==> src/spi_macros.svh <==
`ifndef SPI_MACROS_SVH
`define SPI_MACROS_SVH

// ====================
// Widths
// ====================

// Data path of the peripheral and of the SPI frame
`define DATA_N 8

// Peripheral bus address, enough for the three registers
`define ADDR_N 4

// Host side address width
`define AXIL_ADDR_N 32

// Free running prescaler counter
`define PR_N 8

// ====================
// Register map
// ====================

`define SPI_CTRL 4'h0
`define SPI_STAT 4'h4
`define SPI_DATA 4'h8

// Readable bits, spare CTRL bit reads as zero
`define SPI_CTRL_MASK 8'hbf
`define SPI_STAT_MASK 8'h07

`endif

==> src/bus_pkg.sv <==
`include "spi_macros.svh"

package bus_pkg;

	// AXI4-Lite response codes used here
	typedef enum logic [1:0] {
		AXIL_OKAY   = 2'b00,
		AXIL_SLVERR = 2'b10
	} axil_resp_e;

	// Host to port, all five channels
	typedef struct packed {
		logic [`AXIL_ADDR_N - 1 : 0] awaddr;
		logic awvalid;
		logic [`DATA_N - 1 : 0] wdata;
		logic [`DATA_N / 8 - 1 : 0] wstrb;
		logic wvalid;
		logic [`AXIL_ADDR_N - 1 : 0] araddr;
		logic arvalid;
		logic bready;
		logic rready;
	} axil_req_t;

	// Port to host
	typedef struct packed {
		logic awready;
		logic wready;
		logic arready;
		axil_resp_e bresp;
		logic bvalid;
		logic [`DATA_N - 1 : 0] rdata;
		axil_resp_e rresp;
		logic rvalid;
	} axil_rsp_t;

	// ====================
	// Internal peripheral bus
	// ====================

	typedef struct packed {
		logic valid;
		logic write;
		logic [`ADDR_N - 1 : 0] addr;
		logic [`DATA_N - 1 : 0] data;
	} periph_req_t;

	typedef struct packed {
		logic valid;
		logic err;
		logic [`DATA_N - 1 : 0] data;
	} periph_rsp_t;

endpackage

==> src/spi_pkg.sv <==
`include "spi_macros.svh"

package spi_pkg;

	// CTRL fields, MSB first
	typedef struct packed {
		logic en;
		logic spare;
		logic ie;
		logic cpol;
		logic cpha;
		logic [2:0] pr_sel;
	} spi_ctrl_f_t;

	// Same CTRL word seen raw for bus access or as fields for the datapath
	typedef union packed {
		logic [`DATA_N - 1 : 0] raw;
		spi_ctrl_f_t f;
	} spi_ctrl_u;

	// STAT bits, txe in bit 0
	typedef struct packed {
		logic busy;
		logic rxne;
		logic txe;
	} spi_stat_t;

	// Controller to shift engine
	typedef struct packed {
		logic start;
		logic [`DATA_N - 1 : 0] tx;
		logic [2:0] pr_sel;
		logic cpha;
		logic cpol;
	} shift_cmd_t;

	// Shift engine back to controller
	typedef struct packed {
		logic loaded;
		logic done;
		logic [`DATA_N - 1 : 0] rx;
	} shift_sts_t;

endpackage

==> src/axil_port.sv <==
`include "spi_macros.svh"

module axil_port import bus_pkg::*; (
	input logic sys,
	input logic n_sh_reset,
	input axil_req_t host_req,
	output axil_rsp_t host_rsp,
	output periph_req_t preq,
	input logic grant,
	input periph_rsp_t prsp
);

	typedef enum logic [1:0] {
		ST_IDLE,
		ST_REQ,
		ST_WAIT,
		ST_RESP
	} state_e;

	state_e state;

	// Captured transaction
	logic req_write;
	logic [`ADDR_N - 1 : 0] req_addr;
	logic [`DATA_N - 1 : 0] req_data;

	// Captured answer
	logic resp_err;
	logic [`DATA_N - 1 : 0] resp_data;

	logic wr_acc, rd_acc;

	// Write wins when both are offered in the same cycle
	assign wr_acc = (state == ST_IDLE) && host_req.awvalid && host_req.wvalid;
	assign rd_acc = (state == ST_IDLE) && host_req.arvalid && !wr_acc;

	// ====================
	// Host side
	// ====================

	always_comb begin
		host_rsp.awready = wr_acc;
		host_rsp.wready = wr_acc;
		host_rsp.arready = rd_acc;
		host_rsp.bvalid = (state == ST_RESP) && req_write;
		host_rsp.bresp = resp_err ? AXIL_SLVERR : AXIL_OKAY;
		host_rsp.rvalid = (state == ST_RESP) && !req_write;
		host_rsp.rresp = resp_err ? AXIL_SLVERR : AXIL_OKAY;
		host_rsp.rdata = resp_data;
	end

	// Peripheral side, held until granted
	always_comb begin
		preq.valid = (state == ST_REQ);
		preq.write = req_write;
		preq.addr = req_addr;
		preq.data = req_data;
	end

	always_ff @(posedge sys) begin
		if (!n_sh_reset) begin
			state <= ST_IDLE;
			req_write <= 1'b0;
		end else begin
			case (state)
			ST_IDLE: begin
				if (wr_acc) begin
					req_write <= 1'b1;
					state <= ST_REQ;
				end else if (rd_acc) begin
					req_write <= 1'b0;
					state <= ST_REQ;
				end
			end
			ST_REQ:
				if (grant)
					state <= ST_WAIT;
			ST_WAIT:
				if (grant && prsp.valid)
					state <= ST_RESP;
			default:
				if (req_write ? host_req.bready : host_req.rready)
					state <= ST_IDLE;
			endcase
		end
	end

	always_ff @(posedge sys) begin
		if (wr_acc) begin
			req_addr <= host_req.awaddr[`ADDR_N - 1 : 0];
			req_data <= host_req.wdata;
		end else if (rd_acc) begin
			req_addr <= host_req.araddr[`ADDR_N - 1 : 0];
			req_data <= '0;
		end
		if (state == ST_WAIT && grant && prsp.valid) begin
			resp_err <= prsp.err;
			resp_data <= prsp.err ? '0 : prsp.data;
		end
	end

endmodule

==> src/bus_arbiter.sv <==
module bus_arbiter import bus_pkg::*; (
	input logic sys,
	input logic n_sh_reset,
	input periph_req_t req_a,
	input periph_req_t req_b,
	output logic grant_a,
	output logic grant_b,
	output periph_req_t preq,
	input periph_rsp_t prsp
);

	// Owner of the bus while busy, 1 means port b
	logic busy;
	logic owner;
	// Port served last, 1 means port b
	logic last;

	logic any_req;
	logic pick_b;

	assign any_req = req_a.valid || req_b.valid;

	// On a tie the port not served last goes first
	assign pick_b = req_b.valid && (!req_a.valid || !last);

	// ====================
	// Grants
	// ====================

	always_comb begin
		if (busy) begin
			grant_a = !owner;
			grant_b = owner;
		end else begin
			grant_a = req_a.valid && !pick_b;
			grant_b = pick_b;
		end
	end

	// Only the granting cycle reaches the controller
	always_comb begin
		preq = pick_b ? req_b : req_a;
		preq.valid = !busy && any_req;
	end

	always_ff @(posedge sys) begin
		if (!n_sh_reset) begin
			busy <= 1'b0;
			owner <= 1'b0;
			last <= 1'b1;
		end else if (!busy) begin
			if (any_req) begin
				busy <= 1'b1;
				owner <= pick_b;
				last <= pick_b;
			end
		end else if (prsp.valid) begin
			busy <= 1'b0;
		end
	end

endmodule

==> src/spi_controller.sv <==
`include "spi_macros.svh"

module spi_controller import bus_pkg::*, spi_pkg::*; (
	input logic sys,
	input logic n_sh_reset,
	input periph_req_t preq,
	output periph_rsp_t prsp,
	output shift_cmd_t cmd,
	input shift_sts_t sts,
	output logic interrupt
);

	spi_ctrl_u ctrl;
	spi_stat_t stat;
	logic [`DATA_N - 1 : 0] tx_buf;
	logic [`DATA_N - 1 : 0] rx_data;
	logic start_q;

	// ====================
	// Address decode
	// ====================

	logic mapped;
	logic wr_ctrl, wr_data, rd_data;
	logic [`DATA_N - 1 : 0] rd_word;

	always_comb begin
		mapped = 1'b1;
		case (preq.addr)
		`SPI_CTRL: rd_word = ctrl.raw & `SPI_CTRL_MASK;
		`SPI_STAT: rd_word = `DATA_N'(stat) & `SPI_STAT_MASK;
		`SPI_DATA: rd_word = rx_data;
		default: begin
			rd_word = '0;
			mapped = 1'b0;
		end
		endcase
	end

	assign wr_ctrl = preq.valid && preq.write && (preq.addr == `SPI_CTRL);
	assign wr_data = preq.valid && preq.write && (preq.addr == `SPI_DATA);
	assign rd_data = preq.valid && !preq.write && (preq.addr == `SPI_DATA);

	// One cycle answer, writes read back zero
	always_ff @(posedge sys) begin
		if (!n_sh_reset) begin
			prsp <= '0;
		end else begin
			prsp.valid <= preq.valid;
			prsp.err <= preq.valid && !mapped;
			prsp.data <= preq.write ? '0 : rd_word;
		end
	end

	always_ff @(posedge sys) begin
		if (!n_sh_reset)
			ctrl.raw <= '0;
		else if (wr_ctrl)
			ctrl.raw <= preq.data & `SPI_CTRL_MASK;
	end

	always_ff @(posedge sys) begin
		if (wr_data)
			tx_buf <= preq.data;
		if (sts.done)
			rx_data <= sts.rx;
	end

	// ====================
	// Flags and transfer start
	// ====================

	always_ff @(posedge sys) begin
		if (!n_sh_reset) begin
			stat <= '{busy: 1'b0, rxne: 1'b0, txe: 1'b1};
			start_q <= 1'b0;
		end else begin
			start_q <= 1'b0;
			// A queued byte goes out as soon as the shifter is free
			if (ctrl.f.en && !stat.txe && !stat.busy) begin
				start_q <= 1'b1;
				stat.busy <= 1'b1;
			end
			if (sts.done)
				stat.busy <= 1'b0;
			if (!ctrl.f.en) begin
				stat.txe <= 1'b1;
				stat.rxne <= 1'b0;
			end else begin
				if (wr_data)
					stat.txe <= 1'b0;
				else if (sts.loaded)
					stat.txe <= 1'b1;
				if (sts.done)
					stat.rxne <= 1'b1;
				else if (rd_data)
					stat.rxne <= 1'b0;
			end
		end
	end

	always_comb begin
		cmd.start = start_q;
		cmd.tx = tx_buf;
		cmd.pr_sel = ctrl.f.pr_sel;
		cmd.cpha = ctrl.f.cpha;
		cmd.cpol = ctrl.f.cpol;
	end

	always_ff @(posedge sys) begin
		if (!n_sh_reset)
			interrupt <= 1'b0;
		else
			interrupt <= stat.rxne && ctrl.f.ie;
	end

endmodule

==> src/spi_shifter.sv <==
`include "spi_macros.svh"

module spi_shifter import spi_pkg::*; (
	input logic sys,
	input logic n_sh_reset,
	input shift_cmd_t cmd,
	output shift_sts_t sts,
	input logic miso,
	output logic sck,
	output logic mosi
);

	localparam int CNT_N = $clog2(`DATA_N + 1);

	// ====================
	// Prescaler
	// ====================

	logic [`PR_N - 1 : 0] pr_cnt;
	logic pr_bit_q;
	logic tick;

	always_ff @(posedge sys) begin
		if (!n_sh_reset || cmd.start) begin
			pr_cnt <= '0;
			pr_bit_q <= 1'b0;
		end else begin
			pr_cnt <= pr_cnt + 1'b1;
			pr_bit_q <= pr_cnt[cmd.pr_sel];
		end
	end

	// Falling edge of the selected bit, every 2^(pr_sel+1) cycles
	assign tick = pr_bit_q && !pr_cnt[cmd.pr_sel];

	// ====================
	// Shift engine
	// ====================

	logic active;
	logic half;
	logic [CNT_N - 1 : 0] bit_cnt;
	logic [`DATA_N - 1 : 0] sr;
	logic [`DATA_N - 1 : 0] rx_q;
	logic done_q;
	logic sample;
	logic last;

	// half is 0 before a leading edge and 1 before a trailing edge
	assign sample = (half == cmd.cpha);
	assign last = (bit_cnt == CNT_N'(`DATA_N)) && !half;

	always_ff @(posedge sys) begin
		if (!n_sh_reset) begin
			active <= 1'b0;
			half <= 1'b0;
			bit_cnt <= '0;
			sck <= 1'b0;
			mosi <= 1'b0;
			done_q <= 1'b0;
		end else begin
			done_q <= 1'b0;
			if (cmd.start) begin
				active <= 1'b1;
				half <= 1'b0;
				bit_cnt <= '0;
				sck <= cmd.cpol;
				// With cpha clear the first bit must be out before the first edge
				if (!cmd.cpha)
					mosi <= cmd.tx[`DATA_N - 1];
			end else if (active) begin
				if (last) begin
					active <= 1'b0;
					done_q <= 1'b1;
				end else if (tick) begin
					half <= !half;
					sck <= !sck;
					if (sample)
						bit_cnt <= bit_cnt + 1'b1;
					else
						mosi <= sr[`DATA_N - 1];
				end
			end else begin
				sck <= cmd.cpol;
			end
		end
	end

	always_ff @(posedge sys) begin
		if (cmd.start)
			sr <= cmd.tx;
		else if (active && !last && tick && sample)
			sr <= {sr[`DATA_N - 2 : 0], miso};
		if (active && last)
			rx_q <= sr;
	end

	always_comb begin
		sts.loaded = cmd.start;
		sts.done = done_q;
		sts.rx = rx_q;
	end

endmodule

==> src/spi_subsystem.sv <==
module spi_subsystem import bus_pkg::*, spi_pkg::*; (
	input logic sys,
	input logic n_sh_reset,
	input axil_req_t host_a_req,
	output axil_rsp_t host_a_rsp,
	input axil_req_t host_b_req,
	output axil_rsp_t host_b_rsp,
	// Chip select has no function in master mode
	input logic cs,
	input logic miso,
	output logic mosi,
	output logic sck,
	output logic interrupt
);

	periph_req_t preq_a, preq_b, preq;
	periph_rsp_t prsp;
	logic grant_a, grant_b;
	shift_cmd_t cmd;
	shift_sts_t sts;

	// ====================
	// Host ports
	// ====================

	axil_port port_a_inst (.sys(sys), .n_sh_reset(n_sh_reset), .host_req(host_a_req),
		.host_rsp(host_a_rsp), .preq(preq_a), .grant(grant_a), .prsp(prsp));

	axil_port port_b_inst (.sys(sys), .n_sh_reset(n_sh_reset), .host_req(host_b_req),
		.host_rsp(host_b_rsp), .preq(preq_b), .grant(grant_b), .prsp(prsp));

	bus_arbiter bus_arbiter_inst (.sys(sys), .n_sh_reset(n_sh_reset), .req_a(preq_a),
		.req_b(preq_b), .grant_a(grant_a), .grant_b(grant_b), .preq(preq), .prsp(prsp));

	// ====================
	// SPI core
	// ====================

	spi_controller spi_controller_inst (.sys(sys), .n_sh_reset(n_sh_reset), .preq(preq),
		.prsp(prsp), .cmd(cmd), .sts(sts), .interrupt(interrupt));

	spi_shifter spi_shifter_inst (.sys(sys), .n_sh_reset(n_sh_reset), .cmd(cmd), .sts(sts),
		.miso(miso), .sck(sck), .mosi(mosi));

endmodule

==> config.mk <==
export PLATFORM = sky130hd
export DESIGN_NAME = spi_subsystem
export DESIGN_NICKNAME = d
export VERILOG_FILES = /design/src/bus_pkg.sv /design/src/spi_pkg.sv /design/src/axil_port.sv /design/src/bus_arbiter.sv /design/src/spi_controller.sv /design/src/spi_shifter.sv /design/src/spi_subsystem.sv
export VERILOG_INCLUDE_DIRS = /design/src /design/src/src
export SDC_FILE = /design/constraint.sdc
export NUM_CORES = 1
export LEC_CHECK = 0
export ABC_AREA = 1
export BUFFER_PORTS_ARGS = -buffer_cell sky130_fd_sc_hd__buf_4
export CORE_AREA = 3 3 104 106
export CTS_CLUSTER_DIAMETER = 120
export DETAILED_ROUTE_END_ITERATION = 12
export DIE_AREA = 0 0 107 109
export PLACE_DENSITY = 0.81
export SYNTH_ARGS = -nofsm -noshare
export SYNTH_HDL_FRONTEND = slang
export SYNTH_SLANG_ARGS = --single-unit
==> constraint.sdc <==
create_clock -name sys -period 6.5 [get_ports sys]
set_input_delay 0.65 -clock sys [delete_from_list [all_inputs] [get_ports sys]]
set_output_delay 0.65 -clock sys [all_outputs]
set_load 0.05 [all_outputs]
Word-level counts from Yosys, hierarchy flattened

Cells that the tools add are included.

Word-level logic and storage cells: 208
Output and inout port bits: 37
Input bits: 160
Register bits: 123

Reduce and logical (&&, ||, !) cells: 84
Order comparisons: 1
Bitwise logic cells: 4
Equal/unequal tests: 21
$add $sub $neg: 2
Mux-type cells: 60

Operators by type and width:

| cell                  | number |
|---|---|
| $mux W8               | 7 |
| $logic_and A1 B1 Y1   | 36 |
| $mux W1               | 32 |
| $mux W2               | 12 |
| $pmux W8 S3           | 1 |
| $logic_not A1 Y1      | 18 |
| $mux W4               | 4 |
| $reduce_bool A2 Y1    | 7 |
| $mux W13              | 1 |
| $pmux W2 S3           | 2 |
| $reduce_and A4 Y1     | 3 |
| $ne A2 B2 Y1 const B  | 5 |
| $reduce_and A2 Y1     | 5 |
| $add A8 B1 Y8 const B | 1 |
| $eq A2 B2 Y1 const B  | 4 |
| $eq A4 B4 Y1 const B  | 2 |
| $reduce_bool A4 Y1    | 2 |
| $ne A3 B1 Y1 const B  | 2 |
| $reduce_or A2 Y1      | 3 |
| $reduce_or A3 Y1      | 2 |
| $reduce_and A5 Y1     | 1 |
| $add A4 B1 Y4 const B | 1 |
| $eq A2 B1 Y1 const B  | 2 |
| $eq A4 B3 Y1 const B  | 1 |
| 11 further kinds      | 18 |

Longest topological paths before layout

Gate-level depths: netlist of the first run.

Word-level depth: 10
Depth in mapped cells: 14
Gate-level depth less buffers: 13

Hierarchy

Synthesis of the first run repeated with hierarchy kept, for this count alone.

Cells, all modules: 669
Area, all modules: 5818.1 um^2

By module, submodules not included:

| module         | area each (um^2) | seq. area each (um^2) | cells an instance | instances |
|---|---|---|---|---|
| axil_port      | 1244.9           | 690.7                 | 141               | 2 |
| spi_shifter    | 1549.0           | 840.8                 | 176               | 1 |
| spi_controller | 1458.9           | 920.9                 | 148               | 1 |
| bus_arbiter    | 320.3            | 60.1                  | 63                | 1 |

Worst setup path before layout of the first run

Ideal clock, no wire load.

Path type: flip-flop to output port
From: register port_a_inst.state[0]
To: output host_a_rsp[14] in the netlist's numbering
Slack: 4.370 ns
Data arrival time: 1.480 ns
Buffers on the path: 2
Stages on the path, launching flop included: 8
Cells stage by stage: dfxtp_1 -> inv_1 -> ha_1 -> nand3_1 -> clkbuf_1 -> nand3_1 -> inv_1 -> buf_4

Cells in the longest elaborated chain, start to end: 5
Elaborated cells on any way between the ends: 6
Those cells by class: 6 x reduce/logical

RTL lines:

| element                           | RTL line                         | source |
|---|---|---|
| start, declared                   | axil_port.sv:20                  | `state_e state;` |
| start signal, assigned            | axil_port.sv:62                  | `state <= ST_IDLE;` |
| start signal, assigned            | axil_port.sv:69                  | `state <= ST_REQ;` |
| start signal, assigned            | axil_port.sv:72                  | `state <= ST_REQ;` |
| $logic_not A2 Y1 *                | axil_port.sv:34, axil_port.sv:35 |  |
| $logic_and A1 B1 Y1 (2 in series) | axil_port.sv:34                  | `assign wr_acc = (state == ST_IDLE) && host_req.awvalid && host_req.wvalid;` |
| $logic_not A1 Y1                  | axil_port.sv:35                  | `assign rd_acc = (state == ST_IDLE) && host_req.arvalid && !wr_acc;` |
| $logic_and A1 B1 Y1 *             | axil_port.sv:35                  |  |
| end, declared                     | spi_subsystem.sv:5               | `output axil_rsp_t host_a_rsp,` |

Every way passes the cells marked *; elsewhere a longest branch is shown, timed or not.

==> impl_summary.log, run 1 <==
INFO  metric first_pass_iters = 5
INFO  metric clock_path_buffers = 2
INFO  metric run_status = finished clean
INFO  metric drt_iter0_drc = 138
INFO  metric final_hold_viol_count = 0
INFO  metric cp.required = approximately 5.9 ns
INFO  metric slew_viol_final = 0
INFO  metric post-cts-setup-buffers = 0
INFO  metric netlist_instances = ~570
INFO  metric cts_repair_resize_count = 0
INFO  metric globalRouteTotalUtil = 0.173
INFO  metric area_growth = 22.5%
INFO  metric detailedPlacementHpwl = just under 7000 um
INFO  metric worst_hold_path_type = in2reg
INFO  metric final.min_clock_period = 2.92 ns
INFO  metric totalNegativeSetupSlack = 0 ns
INFO  metric clock_latency = about 0.5 ns
INFO  metric peakVddDrop = roughly 250 uV
INFO  metric fin_skew = between 0.01 and 0.015 ns
INFO  metric core = around 9900 sq um
INFO  metric grt_pass1_wl = between 15,000 and 20,000 um
INFO  metric mean_routed_wirelength_per_cell = between 10 and 15 um
INFO  metric tritoncts = done
INFO  metric route.detailed.vias_per_inst = 4.79
INFO  metric final_design_area_no_fill = 6450 sq um
INFO  metric rows = 36
INFO  metric globalRoute.busiestLayer = met2
INFO  metric globalRouteMet3Util = 0.0474
INFO  metric worst-endpoint-arrival = about 2.3 ns
INFO  metric number_of_nets_in_the_final_layout = slightly above 800
INFO  metric filler_cell_count = 748
INFO  metric max_slew_margin = 0.405
INFO  metric post-route-period-util = 0.449
INFO  metric dieHeight = between 100 and 150 um
INFO  metric worst_pin_slew = 0.889 ns
INFO  metric placedInstanceArea = ~6000 sq um
INFO  metric clk_root_buffer_cell = sky130_fd_sc_hd__clkbuf_8
INFO  metric critical_path_class = reg2out
INFO  metric fp.dieArea = 11,700 sq um
INFO  metric gp_congestion = roughly 0.83
INFO  metric number_of_port_buffers = 77
INFO  metric initial_core_util = 0.534
INFO  metric total_power = between 2 and 2.5 mW
INFO  metric utilization = 0.654
INFO  metric final_cell_mix = sky130_fd_sc_hd__nand2_1 (153), sky130_fd_sc_hd__nor2_1 (80), sky130_fd_sc_hd__buf_4 (77)
INFO  metric met2_grt_util = 0.310
INFO  metric clock_slew_at_the_register_clock_pins_of_the_worst_setup_and_hold_paths = about 0.06 ns
INFO  metric netlist_area_before_placement = between 5000 and 6000 sq um
INFO  metric vias = between 3,000 and 4,000
INFO  metric highest_net_fanout_along_the_worst_path = 17
INFO  metric cts_sinks = 123
INFO  metric power.static_leakage = approximately 2.9 nW
INFO  metric first_global_vias = approximately 3,600
INFO  metric drv.max_cap_violation_count = 0
INFO  metric antenna_cells = 0
INFO  metric max_freq = about 340 MHz
INFO  metric die-width = about 110 um
INFO  metric placed_cells = roughly 760
INFO  metric cts-buffers-inserted = 17
INFO  metric ys_seq_area_frac = 0.608
INFO  metric layoutNonFillerInstCount = about 790
INFO  metric mostFrequentLayoutCell = sky130_fd_sc_hd__nand2_1
INFO  metric rr_worst_depth = 11
INFO  metric grt_setup_unrepaired = no
INFO  metric min_delay_path_depth = 3
INFO  metric power-per-cell-area = 360 nW/um^2
INFO  metric gr-usage-met1 = 0.191
INFO  metric holdBufCountCts = 0
INFO  metric htreeDepth = 4
INFO  metric ioPinCount = 197
INFO  metric initial_antenna_violation_count = 0
INFO  metric grt_max_degree = 18
INFO  metric grt_overflow = 0
INFO  metric postRouteAntennaNets = 0
INFO  metric yosys_register_bits = approximately 120
INFO  metric synth-warning-count = 0
INFO  metric post_synth.cell_area_avg = a little over 9 sq um
INFO  metric worstSetupEndpointType = output pin
INFO  metric startpoint_type = flip-flop
INFO  metric route.detailed.drc = 0
INFO  metric synth_cell_type_count = 30
INFO  metric wl = approximately 9800 um
INFO  metric final_layout_size_suffix_gt1_frac = 0.183
INFO  metric finalSetupViolCount = 0
-- per-layer routing --
layer | up-vias | wire (um)
li1 | 1953 | -
met1 | 1674 | 4090
met2 | 151 | 4900
met3 | 23 | 619
met4 | 0 | 187
met5 | - | 0
-- path summary, 6_finish.rpt --
kind                                                    startpoint                                  endpoint  slack [ns]
worst max-delay path             port_a_inst.state[0]$_SDFFE_PN0P_                            host_a_rsp[15]        3.58
worst min-delay path                                host_b_req[46]         port_b_inst.req_addr[0]$_DFFE_PP_        0.40
worst max register to register   port_a_inst.state[1]$_SDFFE_PN0P_   spi_controller_inst.tx_buf[0]$_DFFE_PP_        4.03
worst min register to register  spi_shifter_inst.rx_q[6]$_DFFE_PP_  spi_controller_inst.rx_data[6]$_DFFE_PP_        0.42
-- registers in the layout (all words and copies together) (netlist names), 4 cells and up --
register and count:
spi_controller_inst.ctrl 7, spi_controller_inst.tx_buf 8, spi_shifter_inst.pr_cnt 8, port_a_inst.req_data 8, port_a_inst.req_addr 4, port_a_inst.resp_data 8, spi_controller_inst.prsp 10, port_b_inst.req_addr 4
spi_shifter_inst.rx_q 8, spi_shifter_inst.sr 8, port_b_inst.resp_data 8, spi_shifter_inst.bit_cnt 4, port_b_inst.req_data 8, spi_controller_inst.rx_data 8
-- area by class of cell --
class	count	area, sq um	area share
well taps	133	166	0.0258
multi-input cells	349	1620	0.251
clock inverters	14	169	0.0262
clock buffers	18	418	0.0648
inverters	79	302	0.0467
repair buffers	77	578	0.0896
flip-flops and latches	123	3200	0.496
-- synth_stat cells, drive strengths merged --
master,count,share of area
a21oi,23,0.022
clkinv,1,0.0017
clkbuf,8,0.0057
nand3,31,0.029
ha,12,0.028
nor4,1,0.0012
nand2,158,0.12
nand4,4,0.0047
nor2,82,0.063
a211oi,1,0.0014
nor3,6,0.0057
and3,1,0.0012
xor2,2,0.0033
dfxtp,49,0.19
inv,78,0.056
conb,1,0.00071
xnor2,2,0.0033
o21ai,19,0.020
buf,16,0.024
or2,3,0.0036
edfxtp,74,0.42
-- through the flow --
step,setup WS (ns),hold slack [ns]
2_1_floorplan,4.37,0.400
3_3_place_gp,4.14,0.402
4_1_cts,3.54,0.385
6_report,3.58,0.403
3_5_place_dp,4.08,0.405
5_1_grt,3.35,0.395
-- critical path: stages (launching register included) --
cell and delay (ns):
sky130_fd_sc_hd__dfxtp_1 0.35, sky130_fd_sc_hd__inv_1 0.12, sky130_fd_sc_hd__ha_1 0.24, sky130_fd_sc_hd__nand3_1 0.47
sky130_fd_sc_hd__inv_1 0.33, sky130_fd_sc_hd__buf_4 0.25
-- kinds of logic (layout without fill, tap and decap cells) --
kind of cell	after synthesis	count (layout)	share of synthesized area
buffers and inverters	103	188	0.0872
adders and majority gates	12	12	0.0285
xor gates and xnor gates	4	4	0.00665
and+or+nand+nor	286	286	0.226
DFF	123	123	0.608
AOI/OAI and AO/OA	43	43	0.0435
other	1	4	0.000712
-- power breakdown --
| part | internal, mW | total, mW | switching (mW) |
|---|---|---|---|
| Combinational | 0.136 | 0.435 | 0.300 |
| Clock | 0.584 | 0.925 | 0.340 |
| Sequential | 0.925 | 0.966 | 0.0416 |
No activity file was read; power rests on OpenSTA's default activity.
==> run 2: changes to the inputs <==
--- a/config.mk
+++ b/config.mk
@@ -6,13 +6,13 @@
 export SDC_FILE = /design/constraint.sdc
 export NUM_CORES = 1
 export LEC_CHECK = 0
-export ABC_AREA = 1
+export ABC_AREA = 0
 export BUFFER_PORTS_ARGS = -buffer_cell sky130_fd_sc_hd__buf_4
-export CORE_AREA = 3 3 104 106
+export CORE_AREA = 3 3 109 111
 export CTS_CLUSTER_DIAMETER = 120
 export DETAILED_ROUTE_END_ITERATION = 12
-export DIE_AREA = 0 0 107 109
-export PLACE_DENSITY = 0.81
+export DIE_AREA = 0 0 112 114
+export PLACE_DENSITY = 0.75
 export SYNTH_ARGS = -nofsm -noshare
 export SYNTH_HDL_FRONTEND = slang
 export SYNTH_SLANG_ARGS = --single-unit
==> constraint.sdc (replaced) <==
create_clock -name sys -period 3 [get_ports sys]
set_input_delay 0.3 -clock sys [delete_from_list [all_inputs] [get_ports sys]]
set_output_delay 0.3 -clock sys [all_outputs]
set_load 0.05 [all_outputs]
==> impl_summary.log, run 2 <==
INFO  metric dieHeight = around 110 um
INFO  metric grt_overflow = 0
INFO  metric final_cell_mix = sky130_fd_sc_hd__buf_4 (85), sky130_fd_sc_hd__edfxtp_1 (74), sky130_fd_sc_hd__dfxtp_1 (49)
INFO  metric totalNegativeSetupSlack = 0 ns
INFO  metric regMostFlops = spi_controller_inst.prsp
INFO  metric final_layout_size_suffix_gt1_frac = 0.294
INFO  metric synth.largest_area_cell = sky130_fd_sc_hd__edfxtp_1
INFO  metric drt_iter0_drc = approximately 180
INFO  metric critical_path_class = reg2reg
INFO  metric highest_net_fanout_along_the_worst_path = 18
INFO  metric worst_hold_path_type = in2reg
INFO  metric max_freq = just under 400 MHz
INFO  metric startpoint_type = flip-flop
INFO  metric min_delay_path_depth = 2
INFO  metric max_slew_margin = 0.508
INFO  metric worstSetupEndpointType = flip-flop
INFO  metric grt_setup_unrepaired = no
INFO  metric ys_async_sr_fraction = 0
INFO  metric ys_dominant_reg_cell = sky130_fd_sc_hd__edfxtp_1
INFO  metric vias = ~3,500
INFO  metric worst-endpoint-arrival = 2.95 ns
INFO  metric worst_slack_at_placement = between 0.2 and 0.25 ns
INFO  metric multi_input_area = 1880 sq um
INFO  metric critical-path-max-stage-delay = 0.51 ns
INFO  metric die-width = about 110 um
INFO  metric flip_flop_count_of_the_largest_register_all_copies_and_words_added = 10
INFO  metric yosys-top-cells-count = sky130_fd_sc_hd__edfxtp_1 (74), sky130_fd_sc_hd__dfxtp_1 (49), sky130_fd_sc_hd__nand2_1 (32)
INFO  metric clock_latency = around 0.51 ns
INFO  metric mean_routed_wirelength_per_cell = ~15 um
INFO  metric cts-buffers-inserted = 17
INFO  metric netlist_instances = 441
INFO  metric drv.max_cap_violation_count = 0
INFO  metric area_growth = 23.7%
INFO  metric core = 10,900 sq um
INFO  metric number_of_nets_in_the_final_layout = about 690
INFO  metric number_of_port_buffers = 77
INFO  metric worstPathCellList = inv_1 -> ha_1 -> a21boi_2 -> buf_4 -> mux2i_2 -> nor2b_1 -> a22oi_1 -> a21oi_1
INFO  metric final.min_clock_period = 2.56 ns
INFO  metric route.detailed.drc = 0
INFO  metric tritoncts = done
INFO  metric post_synth.cell_area_avg = roughly 12 sq um
INFO  metric antenna_cells = 0
INFO  metric htreeDepth = 4
INFO  metric clock_slew_at_the_register_clock_pins_of_the_worst_setup_and_hold_paths = 0.06 ns
INFO  metric holdBufCountCts = 0
INFO  metric final.setup.worst_slack = between 0.4 and 0.5 ns
INFO  metric first_pass_iters = 5
INFO  metric worst_pin_slew = approximately 0.74 ns
INFO  metric slew_viol_final = 0
INFO  metric postRouteAntennaNets = 0
INFO  metric cts_sinks = 123
INFO  metric synth_cell_type_count = just under 60
INFO  metric power-per-cell-area = 778 nW/um^2
INFO  metric grt_pass1_wl = ~16,000 um
INFO  metric rows = 38
INFO  metric initial_core_util = 0.490
INFO  metric clk_root_buffer_cell = sky130_fd_sc_hd__clkbuf_8
INFO  metric run_status = finished clean
INFO  metric fp.dieArea = about 13,000 sq um
INFO  metric initial_antenna_violation_count = 0
INFO  metric ys_seq_area_frac = 0.601
INFO  metric detailedPlacementHpwl = 6820 um
INFO  metric post_synth_main_area_contributors = sky130_fd_sc_hd__edfxtp_1 (42%), sky130_fd_sc_hd__dfxtp_1 (18%), sky130_fd_sc_hd__mux2_2 (5.5%)
INFO  metric route.detailed.vias_per_inst = between 5 and 6
INFO  metric synth-warning-count = 0
INFO  metric timing.critical_path.slowest_stage_cell = sky130_fd_sc_hd__mux2i_2
INFO  metric globalRouteTotalUtil = 0.160
INFO  metric filler_cell_count = between 800 and 900
INFO  metric cp_num_cells = 8
INFO  metric final_hold_viol_count = 0
INFO  metric post-route-period-util = 0.853
INFO  metric peakVddDrop = between 300 and 400 uV
INFO  metric sequential_cell_area = roughly 3200 sq um
INFO  metric ioPinCount = ~200
INFO  metric cp.buffers_inverters = 2
INFO  metric grt_max_degree = 38
INFO  metric wl = between 9000 and 10,000 um
INFO  metric gp_congestion = ~0.8
INFO  metric finalSetupViolCount = 0
INFO  metric rr_worst_depth = 8
INFO  metric cp_top_family = compound AO/OA/AOI/OAI gates
INFO  metric yosys_register_bits = approximately 120
INFO  metric clock_path_buffers = 2
INFO  metric first_global_vias = approximately 3,400
INFO  metric cp.required = approximately 3.4 ns
INFO  metric netlist_area_before_placement = around 5300 sq um
INFO  metric power.static_leakage = ~2.5 nW
INFO  metric synth_enable_flop_cells = 74
INFO  metric synthMostInstantiatedCell = sky130_fd_sc_hd__edfxtp_1
INFO  metric fin_skew = 0.00857 ns
INFO  metric mostFrequentLayoutCell = sky130_fd_sc_hd__buf_4
INFO  metric netlist.area_leader.share = 0.417
run 2: layout make-up:
class / instances / area share
flip-flops and latches: 123 / 0.486
clock inverters: 6 / 0.0163
clock buffers: 26 / 0.0774
repair buffers: 86 / 0.0998
inverters: 15 / 0.00854
multi-input cells: 272 / 0.285
well taps: 140 / 0.0266
run 2: logic make-up (layout without fill, tap and decap cells):
family / Yosys count / count (layout) / share of synthesized area
xor+xnor: 8 / 8 / 0.0131
other cells: 1 / 4 / 0.000703
flops: 123 / 123 / 0.601
mux: 37 / 37 / 0.0786
compound gates: 63 / 63 / 0.0798
simple gates: 148 / 148 / 0.150
buf+inv: 49 / 133 / 0.0483
fa+ha+maj: 12 / 12 / 0.0282
run 2: stage by stage:
stage / util / total power, mW / hold WS, ns / std cells / area (sq um)
6_report: 0.605 / 5.13 / 0.0586 / 668 / 6590
5_1_grt: 0.605 / 5.35 / 0.0412 / 668 / 6590
4_1_cts: 0.602 / 5.15 / 0.0407 / 665 / 6560
3_5_place_dp: 0.546 / 3.07 / 0.410 / 633 / 5940
3_3_place_gp: 0.546 / 3.03 / 0.405 / 633 / 5940
2_1_floorplan: - / 2.84 / 0.400 / 444 / 5340
run 2: timing repair:
action / in CTS / in global routing
resized for setup: 0 / 0
setup endpoints to repair: 0 / 4
buffers inserted: 0 / 3
run 2: final timing paths:
kind              slack (ns)                               start                                        to
hold / removal          0.06                      host_a_req[37]     port_a_inst.req_data[0]$_SDFFCE_PP0P_
setup reg to reg        0.44   port_b_inst.state[1]$_SDFFE_PN0P_    spi_controller_inst.prsp[0]$_SDFF_PP0_
setup / recovery        0.44   port_b_inst.state[1]$_SDFFE_PN0P_    spi_controller_inst.prsp[0]$_SDFF_PP0_
hold reg to reg         0.42  spi_shifter_inst.rx_q[7]$_DFFE_PP_  spi_controller_inst.rx_data[7]$_DFFE_PP_
run 2: power breakdown:
| group | internal (mW) | switching (mW) |
|---|---|---|
| sequential | 2.00 | 0.126 |
| combinational | 0.377 | 0.544 |
| clock | 1.41 | 0.677 |
run 2: routing by layer:
layer,vias up,wire length [um],GRT usage
met5,-,0,0
met4,0,161,0.0745
met1,1655,4260,0.196
met2,114,4750,0.264
li1,1703,-,-
met3,17,665,0.0440
